$ cat config.mk
export PLATFORM = sky130hd
export DESIGN_NAME = controlSequencer
export DESIGN_NICKNAME = d
export VERILOG_FILES = /design/src/design/cpuPkg.sv /design/src/design/controlSequencer.sv
export SDC_FILE = /design/constraint.sdc
export NUM_CORES = 1
export LEC_CHECK = 0
export ABC_CLOCK_PERIOD_IN_PS = 2400
export BUFFER_PORTS_ARGS = -buffer_cell sky130_fd_sc_hd__buf_4
export CAP_MARGIN = 40
export CORE_UTILIZATION = 39
export CTS_CLUSTER_SIZE = 16
export DETAILED_ROUTE_END_ITERATION = 10
export GPL_TIMING_DRIVEN = 0
export PLACE_DENSITY = 0.74
export SYNTH_ARGS = -nofsm -noshare
export SYNTH_HDL_FRONTEND = slang
export SYNTH_SLANG_ARGS = --single-unit
$ cat constraint.sdc
create_clock -name clock -period 2.4 [get_ports clock]
set_clock_uncertainty 0.2 [all_clocks]
set_input_delay 0.72 -clock clock [delete_from_list [all_inputs] [get_ports clock]]
set_output_delay 0.72 -clock clock [all_outputs]
set_load 0.05 [all_outputs]
$ cat src/design/cpuPkg.sv
`default_nettype none

package cpuPkg;

    localparam int wordWidth = 32;
    localparam int regCount = 16;
    localparam int opcodeWidth = 5;
    localparam int regIdxWidth = $clog2(regCount);
    localparam int constWidth = wordWidth - opcodeWidth - 2 * regIdxWidth;  // 19 bits
    localparam int spareWidth = constWidth - regIdxWidth;                  // Unused tail, rc format

    typedef enum logic [opcodeWidth-1:0] {
        opLd   = 5'b00000,
        opLdi  = 5'b00001,
        opSt   = 5'b00010,
        opAdd  = 5'b00011,
        opSub  = 5'b00100,
        opAddi = 5'b01100,
        opHalt = 5'b11011
    } opcodeT;

    typedef enum logic [1:0] {
        aluAdd = 2'b00,
        aluSub = 2'b01,
        aluInc = 2'b10  // Bus plus one, used for PC increment
    } aluOpT;

    // Base plus constant format
    typedef struct packed {
        opcodeT                 opcode;
        logic [regIdxWidth-1:0] ra;
        logic [regIdxWidth-1:0] rb;
        logic [constWidth-1:0]  c;
    } instrImmT;

    // Three register format
    typedef struct packed {
        opcodeT                 opcode;
        logic [regIdxWidth-1:0] ra;
        logic [regIdxWidth-1:0] rb;
        logic [regIdxWidth-1:0] rc;
        logic [spareWidth-1:0]  unused;
    } instrRegT;

    typedef union packed {
        instrImmT imm;
        instrRegT regs;
    } instrWordT;

endpackage

`default_nettype wire
$ cat src/design/controlSequencer.sv
`timescale 1ns/1ps
`default_nettype none

module controlSequencer (
    input  wire logic           clock,
    input  wire logic           rst,
    input  wire logic           start,
    input  cpuPkg::opcodeT      opcode,
    output logic                busy,
    output logic                pcOut,
    output logic                zLowOut,
    output logic                mdrOut,
    output logic                rOut,
    output logic                cSignOut,
    output logic                pcIn,
    output logic                irIn,
    output logic                marIn,
    output logic                mdrIn,
    output logic                yIn,
    output logic                zIn,
    output logic                rIn,
    output logic                gra,
    output logic                grb,
    output logic                grc,
    output logic                baOut,
    output logic                read,
    output logic                write,
    output logic                marClear,
    output cpuPkg::aluOpT       aluOp
);

    import cpuPkg::*;

    typedef enum logic [3:0] {
        sIdle, sT0, sT1, sT2, sT3, sT4, sT5, sT6, sT7
    } stateT;

    stateT state;
    stateT nextState;

    logic usesBase;   // ld, ldi and st add R[rb] or zero to c
    logic shortOp;    // Three execute states
    logic regForm;    // Second operand comes from rc

    assign usesBase = (opcode == opLd) || (opcode == opLdi) || (opcode == opSt);
    assign regForm  = (opcode == opAdd) || (opcode == opSub);
    assign shortOp  = (opcode == opLdi) || (opcode == opAddi) || regForm;

    assign busy = (state != sIdle);

    always_ff @(posedge clock) begin
        if (rst) begin
            state <= sIdle;
        end else begin
            state <= nextState;
        end
    end

    always_comb begin
        nextState = state;
        case (state)
            sIdle: if (start) nextState = sT0;
            sT0:   nextState = sT1;
            sT1:   nextState = sT2;
            sT2:   nextState = sT3;
            sT3:   nextState = (usesBase || shortOp) ? sT4 : sIdle;  // halt or unknown stops
            sT4:   nextState = sT5;
            sT5:   nextState = shortOp ? sT0 : sT6;
            sT6:   nextState = sT7;
            sT7:   nextState = sT0;
            default: nextState = sIdle;
        endcase
    end

    // Strobes decoded from the current state and the latched opcode
    always_comb begin
        pcOut    = 1'b0;
        zLowOut  = 1'b0;
        mdrOut   = 1'b0;
        rOut     = 1'b0;
        cSignOut = 1'b0;
        pcIn     = 1'b0;
        irIn     = 1'b0;
        marIn    = 1'b0;
        mdrIn    = 1'b0;
        yIn      = 1'b0;
        zIn      = 1'b0;
        rIn      = 1'b0;
        gra      = 1'b0;
        grb      = 1'b0;
        grc      = 1'b0;
        baOut    = 1'b0;
        read     = 1'b0;
        write    = 1'b0;
        marClear = 1'b0;
        aluOp    = aluAdd;
        case (state)
            sT0: begin
                pcOut = 1'b1;  // PC to MAR, Z gets PC + 1
                marIn = 1'b1;
                zIn   = 1'b1;
                aluOp = aluInc;
            end
            sT1: begin
                zLowOut = 1'b1;
                pcIn    = 1'b1;
                read    = 1'b1;  // Instruction word into MDR
            end
            sT2: begin
                mdrOut = 1'b1;
                irIn   = 1'b1;
            end
            sT3: begin
                if (usesBase || shortOp) begin
                    rOut  = 1'b1;
                    grb   = 1'b1;
                    baOut = usesBase;  // R0 reads as zero for address forming
                    yIn   = 1'b1;
                end else begin
                    marClear = 1'b1;  // halt parks the MAR
                end
            end
            sT4: begin
                zIn = 1'b1;
                if (regForm) begin
                    rOut  = 1'b1;
                    grc   = 1'b1;
                    aluOp = (opcode == opSub) ? aluSub : aluAdd;
                end else begin
                    cSignOut = 1'b1;
                end
            end
            sT5: begin
                zLowOut = 1'b1;
                if (shortOp) begin
                    gra = 1'b1;  // Result to Ra
                    rIn = 1'b1;
                end else begin
                    marIn = 1'b1;  // Effective address
                end
            end
            sT6: begin
                if (opcode == opSt) begin
                    rOut  = 1'b1;
                    gra   = 1'b1;
                    mdrIn = 1'b1;
                end else begin
                    read = 1'b1;
                end
            end
            sT7: begin
                if (opcode == opSt) begin
                    write = 1'b1;
                end else begin
                    mdrOut = 1'b1;
                    gra    = 1'b1;
                    rIn    = 1'b1;
                end
            end
            default: ;
        endcase
    end

endmodule

`default_nettype wire

* Word level (Yosys, flattened, before mapping)
Cells that the tools add are included.
** Storage, ports and cells
- Output and inout port bits :: 22
- Bits in registers :: 4
** Operators by class
- Equality and inequality tests :: 14
- Mux-type cells :: 34
- Reduce and logical (&&, ||, !) cells :: 11
** Operator list (number)
- $pmux 4 s9 :: 1
- $mux 1 :: 23
- $eq 4x3->1 const B :: 4
- $eq 5x2->1 const B :: 2
- $eq 4x2->1 const B :: 2
- $pmux 1 s2 :: 4
- $logic_or 1x1->1 :: 6
- $mux 3 :: 2
- $pmux 1 s3 :: 2
- $eq 5x1->1 const B :: 1
- $eq 5x3->1 const B :: 1
- $eq 5x4->1 const B :: 1
- $logic_not 5->1 :: 1
- $eq 4x1->1 const B :: 1
- $eq 4x4->1 const B :: 1
- $logic_not 4->1 :: 1
- $mux 4 :: 1
- $pmux 2 s2 :: 1
- $reduce_bool 4->1 :: 1
- $reduce_or 2->1 :: 2
- $ne 2x2->1 const B :: 1

* Logic depth before layout (Yosys ltp)
Gate-level depths: netlist of the first run.
- Depth after elaboration :: 6
- Gate-level depth with buffers :: 5

* Least setup slack after synthesis of the first run
Ideal clock, no wire load.
- Path type :: input port to output port
- Start :: input port opcode[0]
- End :: output port aluOp[0]
- Stages on the path :: 2
- Required time :: 1480 ps
- Arrival :: 2587 ps
- Setup slack :: -1107 ps
- Cell sequence :: or3b_4 > nor4_1
** Between the ends
- Longest elaborated chain between the ends :: 4
- Elaborated cells on any way between the ends :: 6
- Those cells by class :: 2 x eq/ne; 3 x mux; 1 x reduce/logical
** RTL lines
- start: declaration :: RTL line controlSequencer.sv:8 : input cpuPkg::opcodeT opcode,
- $eq 5x3->1 or $eq 5x2->1 (tied branches) :: RTL line controlSequencer.sv:46, controlSequencer.sv:128
- $mux 1 or $logic_or 1x1->1 (tied branches) :: RTL line controlSequencer.sv:128, controlSequencer.sv:46
- $mux 1 (*) :: RTL line controlSequencer.sv:125 : if (regForm) begin
- $pmux 2 s2 (*) :: RTL line controlSequencer.sv:97 : case (state)
- end: declaration :: RTL line controlSequencer.sv:29 : output cpuPkg::aluOpT aluOp
Every way passes the cells marked *; elsewhere a longest branch is shown, timed or not.

* Worst setup path in the final report of the first run
- Start :: input port opcode[0]
- End :: output port rOut
** Between the ends
- Longest elaborated chain between the ends :: 6
- Elaborated cells on any way between the ends :: 16
- Those cells by class :: 5 x eq/ne; 4 x mux; 7 x reduce/logical
** RTL lines
- $eq 5x1->1 (tied with other cells) :: RTL line controlSequencer.sv:45, controlSequencer.sv:47
- $logic_or 1x1->1, on equally long branches :: RTL line controlSequencer.sv:45, controlSequencer.sv:46, controlSequencer.sv:47
- $logic_or 1x1->1, on equally long branches :: RTL line controlSequencer.sv:45, controlSequencer.sv:47
- $logic_or 1x1->1 :: RTL line controlSequencer.sv:114 : if (usesBase || shortOp) begin
- $mux 1 :: RTL line controlSequencer.sv:114
- $pmux 1 s3 (*) :: RTL line controlSequencer.sv:97
- end: declaration :: RTL line controlSequencer.sv:13 : output logic rOut,
Marks and branches as above.

==> reports/qor.yml, run 1 <==
outcome: "complete, but fails checks"
violations: "setup timing"
cpPeakStageDelay_ns: 0.43
synth_cell_type_count: 36
cp_cell_sequence: "buf_8 > or3b_4 > buf_12 > o21ai_4 > a32oi_2 > a21oi_4 > buf_6"
detailedPlace.worstSlack_ns: -0.544
yosys_warnings: 0
grt_util_all_layers_pct: 30.8
place.gp.congestion: 0.757
required_ns: 1.48
fin_crit_ns: 2.93
clock-sinks: 4
hp-class: "register to register"
die_h_um: 39.8
layout-drive-gt1-share_pct: 70.2
ios: 30
peakVddDrop_v: 0.000543
syn_area_um2: 557
finalHoldViolCount: 0
cap_viol_max_count: 0
path_class: "input pin to output port"
fp.dieW_um: 39.8
synth_seq_cells: 4
synth_commonest_cells: "12 x nor2_1, 8 x nand2_1, 7 x nor3_1"
finalCritPeriodShare_pct: 122
drt_iter0_drc: 52
powerDensity_nw_per_um2: 407
cts_root_buf: "clkbuf_4"
stdcell_count: 139
grt_pass1_wl_um: 3160
report.final.slew_viol_count: 0
synth_top_area_share_pct: 14.4
rsz0062_at_grt: "yes"
core_area_um2: 1320
cp_top_family: "buffers and inverters"
worst_pin_slew_ns: 0.392
synth-async-reset-ratio_pct: 0
reg2reg_from: "state[1]$_SDFFE_PP0P_"
port_buffers: 29
grt_max_degree: 11
floorplan.initialDensity_pct: 42.3
critical_path.slowest_cell: "or3b_4"
critPathLaunch: "opcode[0]"
cp_num_buf_inv: 3
routedWlPerCell_um: 21.4
synthFlopType: "dfxtp_1"
cp_max_fo: 6
cp-end-kind: "output port"
diodes: 0
cts_tree: "yes"
cts.path.max_buffers: 2
largestRegisters: "state: 4 flops"
synth_nets: 85
wirelength_um: 2980
grt_pass1_vias: 691
min_from: "state[0]$_SDFFE_PP0P_"
htree_levels: 1
syn_inst: 77
synth_edf_count: 0
fillers: 31
setup_violations: 15
cp.arrival_ns: 2.01
worst_setup_path_start_kind: "input pin"
detail-route-antenna-nets: 0
setup_slack_ns: -0.534
synth_largest_area_cell: "dfxtp_1"
grt_overflow: 0
fmax_mhz: 341
largest_reg_flops: 4
row_count: 13
antenna_found_initial: 0
dieArea_um2: 1580
drcViolationCount: 0
layout.nets: 134
cts_made_buffers: 3
dr.pass1.iters: 4
via_count: 879
clk_pin_slew_ns: 0.04
slew_headroom_pct: 73.5
yosysSeqAreaShare_pct: 14.4
viasPerCell: 6.32
yosysMostFrequentCell: "nor2_1"
clock_latency_ns: 0.24
syn_to_final_growth_pct: 127
dp_hpwl_um: 1250
synth_area_leaders: "dfxtp_1 14%, nor2_1 8.1%, nor3_1 6.3%"
dp_cells: 121
p_leak_nw: 0.516
syn_area_per_cell_um2: 7.23
top_register: "state"
## cells in the final DEF (no fill, tap or decap), types with 2 or more instances in the layout
cell,instances
nor2_1,6
buf_8,8
a21oi_4,2
buf_6,18
or2_4,2
or3b_4,2
nor3_4,2
o21ai_4,2
dfxtp_1,4
buf_4,22
nor3_1,5
nand2_1,5
clkbuf_4,3
nor2b_1,2
nor2_2,2
nor4_4,2
nor2_4,4
nand2_2,2
o31a_1,2
## worst register-to-register path, stage by stage, from the launching register on
cell and delay [ns]:
dfxtp_1 0.29, buf_4 0.16, nor2_2 0.27, nor4b_1 0.39
nor3_1 0.15, and3b_1 0.19
## cell families (layout without fill, tap and decap cells)
kind of cell / Yosys count / after routing / share of synthesized area [%]
flops: 4 / 4 / 14.4
compound gates: 14 / 14 / 20.7
simple gates: 50 / 50 / 53.3
buf+inv: 8 / 55 / 10.1
xor+xnor: 1 / 1 / 1.57
## final cells by class
type	instances	area (um2)	share of cell area, %
Buffer	6	53.8	4.27
Sequential cell	4	80.1	6.35
Timing Repair Buffer	44	459	36.4
Tap cell	15	18.8	1.49
Clock buffer	3	22.5	1.79
Inverter	2	11.3	0.893
Multi-Input combinational cell	65	616	48.8
## stage by stage
stage | TNS, ns | cell area [um2] | total power, mW | utilization, % | hold slack (ns)
floorplan | -3.01 | 718 | 0.288 | - | 0.307
global placement | -4.81 | 955 | 0.361 | 72.5 | 0.367
detailed placement | -4.91 | 955 | 0.363 | 72.5 | 0.366
CTS | -4.56 | 1190 | 0.478 | 90.6 | 0.382
global route | -6.14 | 1260 | 0.530 | 95.7 | 0.448
finish | -5.59 | 1260 | 0.513 | 95.7 | 0.444
## what timing repair did
action / 4_1_cts / 5_1_grt
gates cloned: 0 / 0
endpoints found under the setup margin: 15 / 16
buffers inserted: 12 / 4
hold buffers: 0 / 0
gates resized for setup: 31 / 12
pin swaps: 8 / 8
## worst paths after layout
check / endpoint / cells after the start / slack (ns)
worst max-delay path: rOut / 7 / -0.53
worst min register to register: state[3]$_SDFFE_PP0P_ / 2 / 0.44
worst min-delay path: state[3]$_SDFFE_PP0P_ / 2 / 0.44
worst max register to register: state[0]$_SDFFE_PP0P_ / 5 / 0.64
## per-layer routing
metal	track usage [%]	share of wire [%]	wire length, um	vias to the layer above
met5	0	0	0	-
met2	52.5	51	1500	70
li1	-	-	-	373
met3	8.52	6.6	198	19
met4	21.6	5.4	162	0
met1	31.8	37	1110	417
## where the power goes
part           total, mW  leakage, nW  internal, mW  switching (mW)
sequential        0.0797       0.0327        0.0731         0.00669
combinational      0.349        0.469         0.125           0.224
clock             0.0844       0.0138        0.0560          0.0284
No activity file was read; power rests on OpenSTA's default activity.
==> run 2, diff against run 1 <==
Settings changed: SETUP_SLACK_MARGIN set to 0.1.
==> run 2 against run 1 <==
Effect of this change: the flow now stops in clock tree synthesis; synthesized cell count unchanged; synthesized area did not move.
==> reports/qor.yml, run 2 <==
cts_root_buf: "clkbuf_4"
yosysMostFrequentCell: "nor2_1"
error: "[ERROR DPL-0033] detailed placement checks failed during check placement."
synth_area_leaders: "dfxtp_1 14%, nor2_1 8.1%, nor3_1 6.3%"
synth_top_area_share_pct: 14.4
port_buffers: 29
cts.path.max_buffers: 2
detailedPlace.worstSlack_ns: -0.553
synth_seq_cells: 4
cts_setup_buffers: 15
synthFlopType: "dfxtp_1"
syn_inst: 77
haltStage: "clock tree synthesis"
syn_area_um2: 557
htree_levels: 1
dp_hpwl_um: 1280
ios: 30
outcome: "stopped before the end"
synth_nets: 85
synth-async-reset-ratio_pct: 0
synth_cell_type_count: 36
synth_largest_area_cell: "dfxtp_1"
fp.dieW_um: 39.8
hold_buffers: 0
floorplan.initialDensity_pct: 42.3
yosysSeqAreaShare_pct: 14.4
synth_edf_count: 0
syn_area_per_cell_um2: 7.23
die_h_um: 39.8
cts_made_buffers: 3
synth_commonest_cells: "12 x nor2_1, 8 x nand2_1, 7 x nor3_1"
yosys_warnings: 0
place.gp.congestion: 0.721
row_count: 13
dpl_cell_area_um2: 970
cts.repair.resized: 44
dp_cells: 121
clock-sinks: 4
## run 2: cell counts after synthesis
No cell type changed its count.
## run 2: through the flow
stage          hold WS (ns)  util [%]
3_5_place_dp          0.357      73.6
3_3_place_gp          0.363      73.6
2_1_floorplan         0.307         -
## run 2: cells by family after synthesis
| family | count (synthesis) | share of synthesized area (%) |
|---|---|---|
| and+or+nand+nor | 50 | 53.3 |
| AOI/OAI and AO/OA | 14 | 20.7 |
| buffers and inverters | 8 | 10.1 |
| DFF | 4 | 14.4 |
| xor gates and xnor gates | 1 | 1.57 |
==> run 3, diff against run 2 <==
Settings changed: ABC_CLOCK_PERIOD_IN_PS 2400 to 3100, CORE_AREA set to 2 2 63 65, CORE_UTILIZATION 39 to unset, CTS_CLUSTER_SIZE 16 to unset, DIE_AREA set to 0 0 65 67, PLACE_DENSITY 0.74 to unset, PLACE_DENSITY_LB_ADDON set to 0.15, SETUP_SLACK_MARGIN 0.1 to unset.
Clock period 2.4 ns to 3.1 ns, I/O delays scaled along.
==> run 3 against run 2 <==
Effect of this change: the flow now finishes, with violations (setup timing).
==> reports/qor.yml, run 3 (same netlist as run 1, synthesis figures left out) <==
outcome: "complete, but fails checks"
violations: "setup timing"
fin_crit_ns: 3.24
power_frac_comb_pct: 58.0
setup_slack_ns: -0.141
cp-end-kind: "output port"
via_count: 709
setup_violations: 8
cp_num_buf_inv: 2
syn_to_final_growth_pct: 111
finalHoldViolCount: 0
fin_hold_ws_ns: 0.396
cts_tree: "yes"
cts.path.max_buffers: 2
peakVddDrop_v: 0.000143
ios: 30
routedWlPerCell_um: 11.7
detail-route-antenna-nets: 0
diodes: 0
cellInternalPower_uw: 222
drt_iter0_drc: 23
powerDensity_nw_per_um2: 341
dp_cells: 154
cp_max_fo: 4
p_sw_share_pct: 44.6
slew_headroom_pct: 66.7
die_h_um: 67
cp_num_cells: 6
rr_endpoint: "state[0]$_SDFFE_PP0P_"
clock_latency_ns: 0.21
critical_path.slowest_cell: "or3b_4"
report.final.slew_viol_count: 0
path_class: "input pin to output port"
min_path_cells: 2
port_buffers: 29
grt_max_degree: 11
hp-class: "register to register"
place.gp.congestion: 0.705
reg2reg_from: "state[1]$_SDFFE_PP0P_"
antenna_found_initial: 0
cp_top_family: "simple AND/OR/NAND/NOR gates"
grt_overflow: 0
viasPerCell: 4.22
required_ns: 1.97
cpPeakStageDelay_ns: 0.40
layout_commonest_cell: "buf_4"
finalCritPeriodShare_pct: 105
dieArea_um2: 4360
largest_reg_flops: 4
largestRegisters: "state: 4 flops"
dr.pass1.iters: 4
layout.nets: 130
final_cell_mix: "25 x buf_4, 14 x buf_6, 10 x nor2_1, 8 x nand2_1"
r2r_slack_ns: 1.35
cp.arrival_ns: 2.11
crit_top_cell: "buf_6"
cp_cell_sequence: "buf_6 > or3b_4 > a21oi_4 > nor4_2 > or2_1 > buf_6"
fmax_mhz: 309
dp_hpwl_um: 1440
cts_root_buf: "clkbuf_8"
finalCoreUtilization_pct: 32.6
ff2ff_path_depth: 5
grt_pass1_wl_um: 3170
core_area_um2: 3610
fin_tns_setup_ns: -0.577
layout-drive-gt1-share_pct: 61.7
min_from: "state[0]$_SDFFE_PP0P_"
hold_buffers: 0
grt_pass1_vias: 712
power_uw: 401
clkPwrFrac_pct: 26.7
rsz0062_at_grt: "yes"
row_count: 22
stdcell_area_um2: 1170
cap_viol_max_count: 0
floorplan.initialDensity_pct: 15.4
switchingPower_uw: 179
cts_made_buffers: 3
fillers: 394
wirelength_um: 1970
detailedPlace.worstSlack_ns: -0.328
clock-sinks: 4
p_leak_nw: 0.492
drcViolationCount: 0
grt_util_all_layers_pct: 9.36
top_register: "state"
p_seq_share_pct: 15.3
holdPathEnd: "state[3]$_SDFFE_PP0P_"
worst_setup_path_start_kind: "input pin"
htree_levels: 1
fp.dieW_um: 65
dpl_cell_area_um2: 896
clk_pin_slew_ns: 0.03
worst_pin_slew_ns: 0.497
stdcell_count: 168
## run 3: worst reg2reg max path, delay by kind of cell (launching register included)
family	cells	cell delay, ns
and+or+nand+nor	4	0.99
buffers and inverters	1	0.16
DFF	1	0.28
## run 3: final cells by class
cell class	instances	area (um2)	share of cell area [%]
multi-input cells	65	543	46.2
repair buffers	40	387	32.9
flip-flops and latches	4	80.1	6.82
well taps	48	60.1	5.11
plain buffers	6	52.6	4.47
clock buffers	3	41.3	3.51
inverters	2	11.3	0.958
## run 3: timing repair
item / in CTS / in global routing
endpoints found under the setup margin: 11 / 13
cloned: 0 / 0
buffers inserted: 6 / 5
resized for setup: 22 / 13
pin swaps: 6 / 9
## run 3: how the worst max path moves through the flow
stage / end / slack (ns) / start
after detailed placement: gra / -0.33 / opcode[4]
after global placement: gra / -0.33 / opcode[4]
final: marIn / -0.14 / opcode[3]
after floorplan: aluOp[0] / -0.24 / opcode[0]
after global routing: marIn / -0.19 / opcode[0]
after CTS: gra / -0.14 / opcode[0]
## run 3: power groups by stage
stage               Combinational [mW]  Clock [mW]  Sequential, mW
floorplan                        0.147           0          0.0603
global placement                 0.208           0          0.0615
detailed placement               0.207           0          0.0615
CTS                              0.224       0.110          0.0608
global route                     0.246       0.116          0.0614
finish                           0.233       0.107          0.0612
## run 3: per-layer routing
metal	up-vias	wire, um	global-route usage, %	share of wire [%]
li1	364	-	-	-
met1	332	888	10.9	45
met2	13	1010	17.1	51
met3	0	73	1.69	3.7
met4	0	0	3.19	0
met5	-	0	0	0
==> run 4, diff against run 3 <==
Settings changed: ABC_AREA set to 1.
==> run 4 against run 3 <==
Effect of this change: the run now ends clean; register-to-register slack gained 0.27 ns; non-clock buffer count shrank 11; synthesized area shrank 20%; maximum frequency grew 6.9%; first-iteration DRC count shrank 30%; core utilization shrank 7.6 points.
==> reports/qor.yml, run 4 <==
port_buffers: 29
dr.pass1.iters: 4
detailedPlace.worstSlack_ns: -0.106
cp_max_fo: 4
synth-async-reset-ratio_pct: 0
clock_latency_ns: 0.21
syn_area_um2: 447
cts_root_buf: "clkbuf_8"
drcViolationCount: 0
yosys_warnings: 0
layout-drive-gt1-share_pct: 49.2
report.final.slew_viol_count: 0
fin_tns_setup_ns: 0
wirelength_um: 1640
yosysSeqAreaShare_pct: 17.9
rsz0062_at_grt: "yes"
die_h_um: 67
synth_area_leaders: "nand2_1 18%, dfxtp_1 18%, nor2_1 18%"
required_ns: 1.97
synth_cell_type_count: 16
cts_made_buffers: 3
syn_inst: 88
cts_tree: "yes"
ios: 30
cp-end-kind: "output port"
grt_pass1_vias: 615
fmax_mhz: 330
core_area_um2: 3610
layout_commonest_cell: "buf_4"
grt_max_degree: 8
synth_commonest_cells: "22 x nand2_1, 21 x nor2_1, 19 x inv_1"
worst_setup_path_start_kind: "input pin"
viasPerCell: 3.76
fin_crit_ns: 3.03
clock-sinks: 4
floorplan.initialDensity_pct: 12.4
outcome: "finished clean"
layout.nets: 134
grt_overflow: 0
path_class: "input pin to output port"
synth_top_area_share_pct: 18.5
dieArea_um2: 4360
finalHoldViolCount: 0
finalCritPeriodShare_pct: 97.8
largest_reg_flops: 4
fp.dieW_um: 65
powerDensity_nw_per_um2: 501
place.gp.congestion: 0.827
grt_util_all_layers_pct: 7.62
drt_iter0_drc: 16
setup_violations: 0
hold_buffers: 0
syn_to_final_growth_pct: 102
p_leak_nw: 0.482
synthFlopType: "dfxtp_1"
worst_pin_slew_ns: 0.245
dp_hpwl_um: 1320
top_register: "state"
final_cell_mix: "30 x buf_4, 18 x nor2_1, 17 x nand2_1, 13 x inv_1"
cp.arrival_ns: 1.90
routedWlPerCell_um: 9.55
via_count: 646
yosysMostFrequentCell: "nand2_1"
synth_edf_count: 0
cap_viol_max_count: 0
syn_area_per_cell_um2: 5.08
setup_slack_ns: 0.0675
grt_pass1_wl_um: 2570
htree_levels: 1
diodes: 0
peakVddDrop_v: 0.000259
slew_headroom_pct: 83.6
largestRegisters: "state: 4 flops"
synth_nets: 96
hp-class: "register to register"
detail-route-antenna-nets: 0
synth_seq_cells: 4
cts.path.max_buffers: 2
clk_pin_slew_ns: 0.03
row_count: 22
antenna_found_initial: 0
synth_largest_area_cell: "nand2_1"
run 4: changes by cell type in the layout (fill, tap and decap cells not counted), moves of 5 or more:
cell / delta
nor3_1: -5
nand2_1: +9
inv_1: +12
buf_6: -11
buf_4: +5
buf_8: -5
nor2_1: +8
run 4: through the flow:
| stage | instances | hold WS [ns] | power, mW | utilization (%) | instance area (um2) |
|---|---|---|---|---|---|
| after global placement | 165 | 0.483 | 0.334 | 20.7 | 746 |
| after detailed placement | 165 | 0.477 | 0.334 | 20.7 | 746 |
| after CTS | 170 | 0.485 | 0.447 | 22.9 | 827 |
| after floorplan | 88 | 0.398 | 0.257 | - | 468 |
| after global routing | 172 | 0.525 | 0.479 | 25.0 | 902 |
| final | 172 | 0.476 | 0.452 | 25.0 | 902 |
run 4: repair_timing:
item                       in CTS  in global routing
cloned                          0                  0
gates resized for setup         6                 21
pin swaps                       2                  9
setup endpoints to repair       6                  7
buffers inserted                2                  3
run 4: report_power, final:
| group | internal [mW] | switching (mW) |
|---|---|---|
| logic | 0.0789 | 0.203 |
| clock network | 0.0825 | 0.0241 |
| registers | 0.0595 | 0.00343 |
run 4: cell families after synthesis:
logic type	count (synthesis)	synth area share, %
compound gates	7	9.53
buf+inv	21	18.8
flops	4	17.9
simple gates	56	53.8
run 4: area by class of cell:
cell class                 instances  area, um2
buffer                             1       5.00
clock buffer                       3       41.3
fill                             418       2700
inverter                          19       77.6
multi-input combinational         63        364
sequential                         4       80.1
tap                               48       60.1
timing repair buffer              34        274
run 4: worst max-delay path, stage by stage:
cell	delay, ns
buf_4	0.14
nor2_4	0.11
nand3_2	0.10
nand2_2	0.08
inv_2	0.06
buf_4	0.14
nor2_4	0.07
nor2_1	0.05
nand2_1	0.06
buf_6	0.15
run 4: per-layer routing:
metal  vias to the layer above  wire length (um)  GRT usage (%)
met4                         0                23           3.99
met2                        20               812           13.0
met5                         -                 0              0
li1                        339                 -              -
met1                       283               702           9.15
met3                         4               103           1.18
run 4: path summary, 6_finish.rpt:
path	startpoint	endpoint	slack, ns	cells past startpoint
setup / recovery	opcode[1]	rOut	0.07	10
hold / removal	state[2]$_SDFFE_PP0P_	state[3]$_SDFFE_PP0P_	0.48	4
setup reg to reg	state[3]$_SDFFE_PP0P_	state[0]$_SDFFE_PP0P_	1.62	6
hold reg to reg	state[2]$_SDFFE_PP0P_	state[3]$_SDFFE_PP0P_	0.48	4
